**src/common/decode_cfg.svh**
```systemverilog
// sizes and instruction field positions for the decode stage
// included by the package and by any module that slices instruction fields
`ifndef DECODE_CFG_SVH
`define DECODE_CFG_SVH

// datapath width
`define DEC_XLEN 32

// register file depth
`define DEC_NREGS 32

// opcode lives in the top five bits
`define DEC_OP_HI 31
`define DEC_OP_LO 27

// destination and source register fields
`define DEC_RD_HI 26
`define DEC_RD_LO 22
`define DEC_RS1_HI 21
`define DEC_RS1_LO 17
`define DEC_RS2_HI 16
`define DEC_RS2_LO 12

// JAL drops the return address here
`define DEC_LINK_REG 31

`endif

```
**src/common/decode_pkg.sv**
```systemverilog
// shared types and encodings for the decode stage
// modules pull these in with a wildcard import in their header
`include "decode_cfg.svh"

package decode_pkg;

	// data and instruction words
	typedef logic [`DEC_XLEN-1:0] word_t;
	typedef logic [`DEC_XLEN-1:0] instr_t;

	// register number and opcode field
	typedef logic [$clog2(`DEC_NREGS)-1:0] reg_sel_t;
	typedef logic [`DEC_OP_HI-`DEC_OP_LO:0] opcode_t;

	// alu ops
	localparam opcode_t OP_ADD  = 5'd0;
	localparam opcode_t OP_ADDI = 5'd1;
	localparam opcode_t OP_SUB  = 5'd2;
	localparam opcode_t OP_SUBI = 5'd3;
	localparam opcode_t OP_AND  = 5'd4;
	localparam opcode_t OP_OR   = 5'd5;
	localparam opcode_t OP_XOR  = 5'd6;
	localparam opcode_t OP_NEG  = 5'd7;
	localparam opcode_t OP_SLL  = 5'd8;
	localparam opcode_t OP_SLR  = 5'd9;
	localparam opcode_t OP_SAR  = 5'd10;
	// memory ops
	localparam opcode_t OP_LD   = 5'd11;
	localparam opcode_t OP_LDI  = 5'd12;
	localparam opcode_t OP_ST   = 5'd13;
	localparam opcode_t OP_STI  = 5'd14;
	localparam opcode_t OP_NOP  = 5'd15;
	// branches and jumps
	localparam opcode_t OP_BEQ  = 5'd16;
	localparam opcode_t OP_BNE  = 5'd17;
	localparam opcode_t OP_BON  = 5'd18;
	localparam opcode_t OP_BNN  = 5'd19;
	localparam opcode_t OP_J    = 5'd20;
	localparam opcode_t OP_JR   = 5'd21;
	localparam opcode_t OP_JAL  = 5'd22;
	// gap 23..30 unused, RIN sits at the very top
	localparam opcode_t OP_RIN  = 5'd31;

	// second alu operand
	typedef logic [1:0] alu_src_t;
	localparam alu_src_t SRC_REG = 2'd0;
	localparam alu_src_t SRC_IMM = 2'd1;

	// writeback source
	typedef logic [1:0] result_sel_t;
	localparam result_sel_t RES_ALU = 2'd0;
	localparam result_sel_t RES_MEM = 2'd1;
	localparam result_sel_t RES_PC  = 2'd2;

	// output slot FSM
	typedef enum logic [1:0] {
		IDLE,
		HOLD,
		WAIT_DROP
	} handoff_state_t;

endpackage

```
**src/common/dec_ctrl_if.sv**
```systemverilog
// control bundle from the instruction decoder to the handoff register
// decoder drives every field, handoff only samples them on capture
`timescale 1ns/1ps

interface dec_ctrl_if import decode_pkg::*; ();

	// execute controls
	alu_src_t    alu_src;
	opcode_t     alu_op;
	logic        branch;
	logic        jump;
	// memory controls
	logic        mem_en;
	logic        mem_wrt;
	// writeback controls
	result_sel_t result_sel;
	logic        wb_en;
	reg_sel_t    wb_sel;
	// extended immediate, bad opcode flag
	word_t       imm;
	logic        illegal;

	modport decoder (
		output alu_src, alu_op, branch, jump,
		output mem_en, mem_wrt,
		output result_sel, wb_en, wb_sel,
		output imm, illegal
	);

	modport handoff (
		input alu_src, alu_op, branch, jump,
		input mem_en, mem_wrt,
		input result_sel, wb_en, wb_sel,
		input imm, illegal
	);

endinterface

```
**src/hdl/decode_handoff.sv**
```systemverilog
// one-slot output register between decode and execute
// runs the fetch-side and execute-side four-phase handshakes
// flush turns the held item into a bubble but its handshake still completes
`timescale 1ns/1ps

module decode_handoff
	import decode_pkg::*;
(
	input  logic        clk,
	input  logic        rst,
	// fetch side
	input  logic        in_req,
	output logic        in_ack,
	input  word_t       pc_next,
	// operands and decoded control
	input  word_t       opnd_1,
	input  word_t       opnd_2,
	dec_ctrl_if.handoff ctrl,
	input  logic        flush,
	// execute side
	output logic        out_req,
	input  logic        out_ack,
	output word_t       out_pc_next,
	output word_t       reg_1_data,
	output word_t       reg_2_data,
	output word_t       imm,
	output alu_src_t    alu_src,
	output opcode_t     alu_op,
	output logic        branch,
	output logic        jump,
	output logic        mem_en,
	output logic        mem_wrt,
	output result_sel_t result_sel,
	output logic        wb_en,
	output reg_sel_t    wb_sel,
	output logic        illegal
);

	handoff_state_t state;
	logic           capture;

	// new item only when the slot is empty and fetch has a fresh request
	assign capture = in_req && !in_ack && (state == IDLE);

	// handshake control
	always_ff @(posedge clk) begin
		if (rst) begin
			state   <= IDLE;
			in_ack  <= 1'b0;
			out_req <= 1'b0;
		end else begin
			// in_ack drops once fetch has released req
			if (capture) begin
				in_ack <= 1'b1;
			end else if (!in_req) begin
				in_ack <= 1'b0;
			end
			case (state)
				IDLE: begin
					if (capture) begin
						state   <= HOLD;
						out_req <= 1'b1;
					end
				end
				// waiting for execute to take it
				HOLD: begin
					if (out_ack) begin
						state   <= WAIT_DROP;
						out_req <= 1'b0;
					end
				end
				// slot frees after ack goes back low
				WAIT_DROP: begin
					if (!out_ack) begin
						state <= IDLE;
					end
				end
				default: begin
					state <= IDLE;
				end
			endcase
		end
	end

	// enables and illegal flag of the held item
	// flush clears only the enables while an item sits here
	always_ff @(posedge clk) begin
		if (rst) begin
			branch  <= 1'b0;
			jump    <= 1'b0;
			mem_en  <= 1'b0;
			mem_wrt <= 1'b0;
			wb_en   <= 1'b0;
			illegal <= 1'b0;
		end else if (capture) begin
			branch  <= ctrl.branch;
			jump    <= ctrl.jump;
			mem_en  <= ctrl.mem_en;
			mem_wrt <= ctrl.mem_wrt;
			wb_en   <= ctrl.wb_en;
			illegal <= ctrl.illegal;
		end else if (flush && (state != IDLE)) begin
			branch  <= 1'b0;
			jump    <= 1'b0;
			mem_en  <= 1'b0;
			mem_wrt <= 1'b0;
			wb_en   <= 1'b0;
		end
	end

	// data half of the payload stays put under flush
	always_ff @(posedge clk) begin
		if (capture) begin
			out_pc_next <= pc_next;
			reg_1_data  <= opnd_1;
			reg_2_data  <= opnd_2;
			imm         <= ctrl.imm;
			alu_src     <= ctrl.alu_src;
			alu_op      <= ctrl.alu_op;
			result_sel  <= ctrl.result_sel;
			wb_sel      <= ctrl.wb_sel;
		end
	end

endmodule

```
**src/hdl/decode_stage.sv**
```systemverilog
// decode stage top level
// register read and opcode decode run in parallel, the handoff slot registers
// both and talks four-phase req/ack to fetch and to execute
`timescale 1ns/1ps
`include "decode_cfg.svh"

module decode_stage
	import decode_pkg::*;
(
	input  logic        clk,
	input  logic        rst,
	// from fetch
	input  logic        in_req,
	output logic        in_ack,
	input  instr_t      instr,
	input  word_t       pc_next,
	// writeback port
	input  logic        reg_wrt_en,
	input  reg_sel_t    reg_wrt_sel,
	input  word_t       reg_wrt_data,
	// kill the held item
	input  logic        flush,
	// to execute
	output logic        out_req,
	input  logic        out_ack,
	output word_t       out_pc_next,
	output word_t       reg_1_data,
	output word_t       reg_2_data,
	output word_t       imm,
	output alu_src_t    alu_src,
	output opcode_t     alu_op,
	output logic        branch,
	output logic        jump,
	output logic        mem_en,
	output logic        mem_wrt,
	output result_sel_t result_sel,
	output logic        wb_en,
	output reg_sel_t    wb_sel,
	output logic        illegal
);

	// source register numbers straight from the instruction
	reg_sel_t rs1;
	reg_sel_t rs2;
	// operands after bypass
	word_t    opnd_1;
	word_t    opnd_2;

	dec_ctrl_if dec_ctrl ();

	assign rs1 = instr[`DEC_RS1_HI:`DEC_RS1_LO];
	assign rs2 = instr[`DEC_RS2_HI:`DEC_RS2_LO];

	reg_file u_reg_file (
		.clk       (clk),
		.rst       (rst),
		.rd_sel_1  (rs1),
		.rd_sel_2  (rs2),
		.rd_data_1 (opnd_1),
		.rd_data_2 (opnd_2),
		.wrt_en    (reg_wrt_en),
		.wrt_sel   (reg_wrt_sel),
		.wrt_data  (reg_wrt_data)
	);

	instr_decoder u_instr_decoder (
		.instr (instr),
		.ctrl  (dec_ctrl.decoder)
	);

	decode_handoff u_decode_handoff (
		.clk         (clk),
		.rst         (rst),
		.in_req      (in_req),
		.in_ack      (in_ack),
		.pc_next     (pc_next),
		.opnd_1      (opnd_1),
		.opnd_2      (opnd_2),
		.ctrl        (dec_ctrl.handoff),
		.flush       (flush),
		.out_req     (out_req),
		.out_ack     (out_ack),
		.out_pc_next (out_pc_next),
		.reg_1_data  (reg_1_data),
		.reg_2_data  (reg_2_data),
		.imm         (imm),
		.alu_src     (alu_src),
		.alu_op      (alu_op),
		.branch      (branch),
		.jump        (jump),
		.mem_en      (mem_en),
		.mem_wrt     (mem_wrt),
		.result_sel  (result_sel),
		.wb_en       (wb_en),
		.wb_sel      (wb_sel),
		.illegal     (illegal)
	);

endmodule

```
**src/hdl/instr_decoder.sv**
```systemverilog
// opcode decode for the decode stage, purely combinational
// turns one instruction into execute/memory/writeback control and an immediate
// unknown opcodes come out as illegal with every enable low
`timescale 1ns/1ps
`include "decode_cfg.svh"

module instr_decoder
	import decode_pkg::*;
(
	input  instr_t            instr,
	dec_ctrl_if.decoder       ctrl
);

	// top bits of the two immediate fields
	localparam int IMM_S_HI = 10;
	localparam int IMM_L_HI = 21;

	opcode_t  opcode;
	reg_sel_t rd;
	word_t    imm_s;
	word_t    imm_l;

	assign opcode = instr[`DEC_OP_HI:`DEC_OP_LO];
	assign rd     = instr[`DEC_RD_HI:`DEC_RD_LO];

	// short field for alu-imm, mem-imm and branch offsets
	assign imm_s = {{(`DEC_XLEN-IMM_S_HI-1){instr[IMM_S_HI]}}, instr[IMM_S_HI:0]};
	// long field for J / JAL targets
	assign imm_l = {{(`DEC_XLEN-IMM_L_HI-1){instr[IMM_L_HI]}}, instr[IMM_L_HI:0]};

	always_comb begin
		// everything off unless the opcode asks for it
		ctrl.alu_src    = SRC_REG;
		ctrl.alu_op     = OP_ADD;
		ctrl.branch     = 1'b0;
		ctrl.jump       = 1'b0;
		ctrl.mem_en     = 1'b0;
		ctrl.mem_wrt    = 1'b0;
		ctrl.result_sel = RES_ALU;
		ctrl.wb_en      = 1'b0;
		ctrl.wb_sel     = '0;
		ctrl.imm        = '0;
		ctrl.illegal    = 1'b0;

		case (opcode)
			// register-register alu, op passes straight through
			OP_ADD, OP_SUB, OP_AND, OP_OR, OP_XOR,
			OP_NEG, OP_SLL, OP_SLR, OP_SAR: begin
				ctrl.alu_op = opcode;
				ctrl.wb_en  = 1'b1;
				ctrl.wb_sel = rd;
			end
			// alu with immediate operand
			OP_ADDI, OP_SUBI: begin
				ctrl.alu_op  = opcode;
				ctrl.alu_src = SRC_IMM;
				ctrl.wb_en   = 1'b1;
				ctrl.wb_sel  = rd;
				ctrl.imm     = imm_s;
			end
			// loads, address formed by an add
			OP_LD, OP_LDI: begin
				ctrl.mem_en     = 1'b1;
				ctrl.result_sel = RES_MEM;
				ctrl.wb_en      = 1'b1;
				ctrl.wb_sel     = rd;
				if (opcode == OP_LDI) begin
					ctrl.alu_src = SRC_IMM;
					ctrl.imm     = imm_s;
				end
			end
			// stores, no writeback
			OP_ST, OP_STI: begin
				ctrl.mem_en  = 1'b1;
				ctrl.mem_wrt = 1'b1;
				if (opcode == OP_STI) begin
					ctrl.alu_src = SRC_IMM;
					ctrl.imm     = imm_s;
				end
			end
			OP_NOP: begin
				// defaults already describe a nop
			end
			// compare via subtract
			OP_BEQ, OP_BNE, OP_BON, OP_BNN: begin
				ctrl.branch = 1'b1;
				ctrl.alu_op = OP_SUB;
				ctrl.imm    = imm_s;
			end
			OP_J: begin
				ctrl.jump = 1'b1;
				ctrl.imm  = imm_l;
			end
			// target comes from rs1
			OP_JR: begin
				ctrl.jump = 1'b1;
			end
			// return address into the link register
			OP_JAL: begin
				ctrl.jump       = 1'b1;
				ctrl.wb_en      = 1'b1;
				ctrl.wb_sel     = reg_sel_t'(`DEC_LINK_REG);
				ctrl.result_sel = RES_PC;
				ctrl.imm        = imm_l;
			end
			// RIN plus the unused gap
			default: begin
				ctrl.illegal = 1'b1;
			end
		endcase
	end

endmodule

```
**src/hdl/reg_file.sv**
```systemverilog
// general purpose register file for decode
// two async reads, one clocked write, same-cycle write forwarded to reads
`timescale 1ns/1ps
`include "decode_cfg.svh"

module reg_file
	import decode_pkg::*;
(
	input  logic     clk,
	input  logic     rst,
	// read ports
	input  reg_sel_t rd_sel_1,
	input  reg_sel_t rd_sel_2,
	output word_t    rd_data_1,
	output word_t    rd_data_2,
	// write port from writeback
	input  logic     wrt_en,
	input  reg_sel_t wrt_sel,
	input  word_t    wrt_data
);

	// storage
	word_t regs [`DEC_NREGS];

	// hit flags for the bypass
	logic hit_1;
	logic hit_2;

	// whole array goes to zero on reset
	always_ff @(posedge clk) begin
		if (rst) begin
			for (int i = 0; i < `DEC_NREGS; i++) begin
				regs[i] <= '0;
			end
		end else if (wrt_en) begin
			regs[wrt_sel] <= wrt_data;
		end
	end

	// writer targets a register being read this cycle
	assign hit_1 = wrt_en && (wrt_sel == rd_sel_1);
	assign hit_2 = wrt_en && (wrt_sel == rd_sel_2);

	// new value wins over the stored one
	always_comb begin
		if (hit_1) begin
			rd_data_1 = wrt_data;
		end else begin
			rd_data_1 = regs[rd_sel_1];
		end
	end

	always_comb begin
		if (hit_2) begin
			rd_data_2 = wrt_data;
		end else begin
			rd_data_2 = regs[rd_sel_2];
		end
	end

endmodule

```
**config.mk**
```make
export PLATFORM = sky130hd
export DESIGN_NAME = decode_stage
export DESIGN_NICKNAME = d
export VERILOG_FILES = /design/src/common/decode_pkg.sv /design/src/common/dec_ctrl_if.sv /design/src/hdl/decode_handoff.sv /design/src/hdl/decode_stage.sv /design/src/hdl/instr_decoder.sv /design/src/hdl/reg_file.sv
export VERILOG_INCLUDE_DIRS = /design/src /design/src/common
export SDC_FILE = /design/constraint.sdc
export NUM_CORES = 2
export LEC_CHECK = 0
export BUFFER_PORTS_ARGS = -buffer_cell sky130_fd_sc_hd__buf_4
export CORE_UTILIZATION = 25
export CTS_BUF_LIST = sky130_fd_sc_hd__clkbuf_4 sky130_fd_sc_hd__clkbuf_8
export DETAILED_ROUTE_END_ITERATION = 12
export GPL_TIMING_DRIVEN = 0
export HOLD_SLACK_MARGIN = 0.05
export SYNTH_ARGS = -nofsm -noshare
export SYNTH_HDL_FRONTEND = slang
export SYNTH_SLANG_ARGS = --single-unit
export TNS_END_PERCENT = 10
```
**constraint.sdc**
```tcl
create_clock -name clk -period 11.73 [get_ports clk]
set_clock_uncertainty 0.1 [all_clocks]
set_input_delay 1.173 -clock clk [delete_from_list [all_inputs] [get_ports clk]]
set_output_delay 1.173 -clock clk [all_outputs]
set_load 0.03 [all_outputs]
```
==> flow_summary_export.csv <==
group,metric,value,unit
clock_tree,clock_tree.root_cell,"clkbuf_8",
grt,grt_util_all_layers,0.2261,
critical_path,path_max_fanout,10,
clock_tree,h-tree-depth,4,
grt,grt_pass1_wl,384600,µm
critical_path,critPathLaunchType,"input pin",
sta,slew_viol_final,335,
clock_tree,cts_resized,0,
sta,hold_viol,0,
routing,via_per_inst,5.589,
synthesis,ys.flop_type,"edfxtp_1",
finish,area_growth,16.86,%
routing,drt_iter0_drc,7401,
routing,wl_per_cell,34.02,µm
floorplanning,ioPinCount,257,
synthesis,avgSynthCellArea,13.01,µm²
grt,grt-ovfl-total,0,
critical_path,cp.required,12.26,ns
sta,timing.final.crit_share,0.3607,
finish,fill_cells,24870,
finish,multiInputGateArea,0.02436,mm²
power,power,10450,µW
synthesis,synth_seq_cells,1165,
grt,grt_pass1_vias,46330,
routing,drtAntennaViolNets,0,
clock_tree,cts_setup_buffers,0,
sta,worst_pin_slew,1.581,ns
outcome,violations,"max-capacitance violations, max-slew violations",
routing,vias,48140,
floorplanning,start_util,0.2514,
sta,clock.fmax,236.3,MHz
finish,final_cell_mix,"1,155 x edfxtp_1, 1,027 x and2_1, 1,025 x mux2i_1",
outcome,outcome,"finished with violations",
sta,finalSetupViolCount,0,
sta,relSlewSlack,-0.05420,
synthesis,yosysTopAreaCell,"edfxtp_1",
sta,finalCriticalPeriod,4.231,ns
finish,fin_cells,8613,
floorplanning,die_h,499.1,µm
finish,drive_above_1_share,0.1580,
synthesis,syn-instance-count,4748,
finish,mostFrequentLayoutCell,"edfxtp_1",
synthesis,async_flop_share,0,
clock_tree,cts_tree,"yes",
synthesis,synth.distinct_cells,45,
sta,hold_slack,0.2673,ns
hold_path,hold_path_class,"in -> reg",
power,total_leakage_power,0.02712,µW
clock_tree,cts_sinks,1165,
floorplanning,core,0.2457,mm²
sta,fin_setup_tns,0,ns
sta,grt_setup_unrepaired,"no",
clock_tree,postCtsHoldBufs,0,
floorplanning,die_area,0.2491,mm²
synthesis,yosysTopAreaCellShare,0.5615,
power,peakVddDrop,0.09887,mV
synthesis,yosys_warnings,0,
synthesis,synth-edff-count,1155,
critical_path,critPathCaptureType,"flop",
clock_tree,clkTransAtPathRegs,0.06,ns
finish,seq_area,0.03488,mm²
critical_path,arrival,4.76,ns
placement,place_hpwl,191700,µm
power,p_per_area,144.8,mW/mm²
clock_tree,cts_buffer_depth,3,
clock_tree,cts_buffers,205,
floorplanning,row_count,182,
critical_path,crit_type,"in -> reg",
clock_tree,clk_latency,0.99,ns
grt,antenna_found_initial,39,
placement,place_inst,8232,
floorplanning,die_x,499.1,µm
placement,gp_congestion,0.9665,
routing,dr.pass1.iters,8,
synthesis,synth_top_cells_by_area,"edfxtp_1 56%, mux2i_1 17%, and2_1 10%",
finish,nets,5330,
placement,io_buffers,248,
routing,finalWirelength,293000,µm
job,max-cap-violations,18,
synthesis,netlist_area,0.06177,mm²
grt,grt_start_max_net_pins,33,
routing,drc,0,
synthesis,yosysSeqAreaShare,0.5647,
-- metal layers --
layer | part of all wire | up-vias | global-route usage
met5 | 0.00044 | - | 0.0005788
met2 | 0.42 | 4003 | 0.3309
met3 | 0.14 | 1072 | 0.08529
li1 | - | 18830 | -
met4 | 0.073 | 18 | 0.1479
met1 | 0.37 | 24210 | 0.2764
-- cells in the mapped netlist (4+ instances only) --
master    number
edfxtp_1    1155
and2_1      1027
mux2i_1     1025
clkbuf_1     304
a22oi_1      257
a21oi_1      137
a22o_1       128
a221oi_1     127
nand2_1       97
o22ai_1       64
o41ai_2       64
nor2_1        57
buf_6         49
buf_2         44
or2_2         34
buf_1         29
buf_4         28
clkbuf_4      20
nor2b_1       18
buf_8         12
dfxtp_1       10
xor2_1         8
nand2b_1       7
nand3b_1       7
o21ai_0        6
nor3b_1        4
xnor2_1        4
-- worst paths after layout --
path | from | to | cells after the start | slack, ns
hold / removal | pc_next[6] | u_decode_handoff.out_pc_next[6] | 1 | 0.27
setup / recovery | instr[14] | u_decode_handoff.reg_2_data[4] | 8 | 7.50
setup reg to reg | u_decode_handoff.state[1] | u_decode_handoff.reg_2_data[25] | 8 | 8.75
hold reg to reg | u_decode_handoff.mem_en | u_decode_handoff.mem_en | 2 | 0.36
-- power by group --
group	switching, µW	internal, µW
Combinational	1060	469
Sequential	120	4840
Clock	1880	2090
-- kinds of logic (layout without fill, tap and decap cells) --
kind of cell / after synthesis / count (layout) / synth area share
compound gates: 789 / 789 / 0.1032
xor+xnor: 12 / 12 / 0.001701
buf+inv: 489 / 1113 / 0.04166
flops: 1165 / 1165 / 0.5647
mux: 1025 / 1025 / 0.1661
other cells: 1 / 22 / 0.00006071
simple gates: 1267 / 1267 / 0.1225
-- sequential cells by signal (all words and copies together) (netlist names), 2 cells and up --
name,cells
u_decode_handoff.reg_1_data,32
u_decode_handoff.wb_sel,5
u_decode_handoff.imm,22
u_decode_handoff.reg_2_data,32
u_decode_handoff.out_pc_next,32
u_decode_handoff.result_sel,2
u_decode_handoff.alu_op,5
u_decode_handoff.state,2
u_reg_file.regs,1024
-- layout make-up --
| type | instances | area share |
|---|---|---|
| clock inverter | 72 | 0.008666 |
| inverter | 3 | 0.0001560 |
| antenna | 20 | 0.0006933 |
| clock buffer | 285 | 0.04784 |
| sequential | 1165 | 0.4832 |
| timing repair buffer | 267 | 0.03044 |
| multi-input combinational | 3095 | 0.3375 |
| buffer | 486 | 0.03564 |
| tap | 3220 | 0.05581 |
-- critical path: stages --
cell	delay [ns]
buf_4	0.16
nor2_1	0.13
buf_2	0.35
clkbuf_1	0.99
clkbuf_1	0.90
a22oi_1	0.49
a21oi_1	0.29
o41ai_2	0.23
-- through the flow --
step	worst slack (ns)	util	area [µm²]
after global routing	7.651	0.2937	72160
after detailed placement	6.871	0.2766	67970
final	7.499	0.2938	72190
after global placement	-5.788	0.2754	67670
after floorplan	1.676	-	61780
after CTS	7.919	0.2932	72040
No activity file was read; power rests on OpenSTA's default activity.
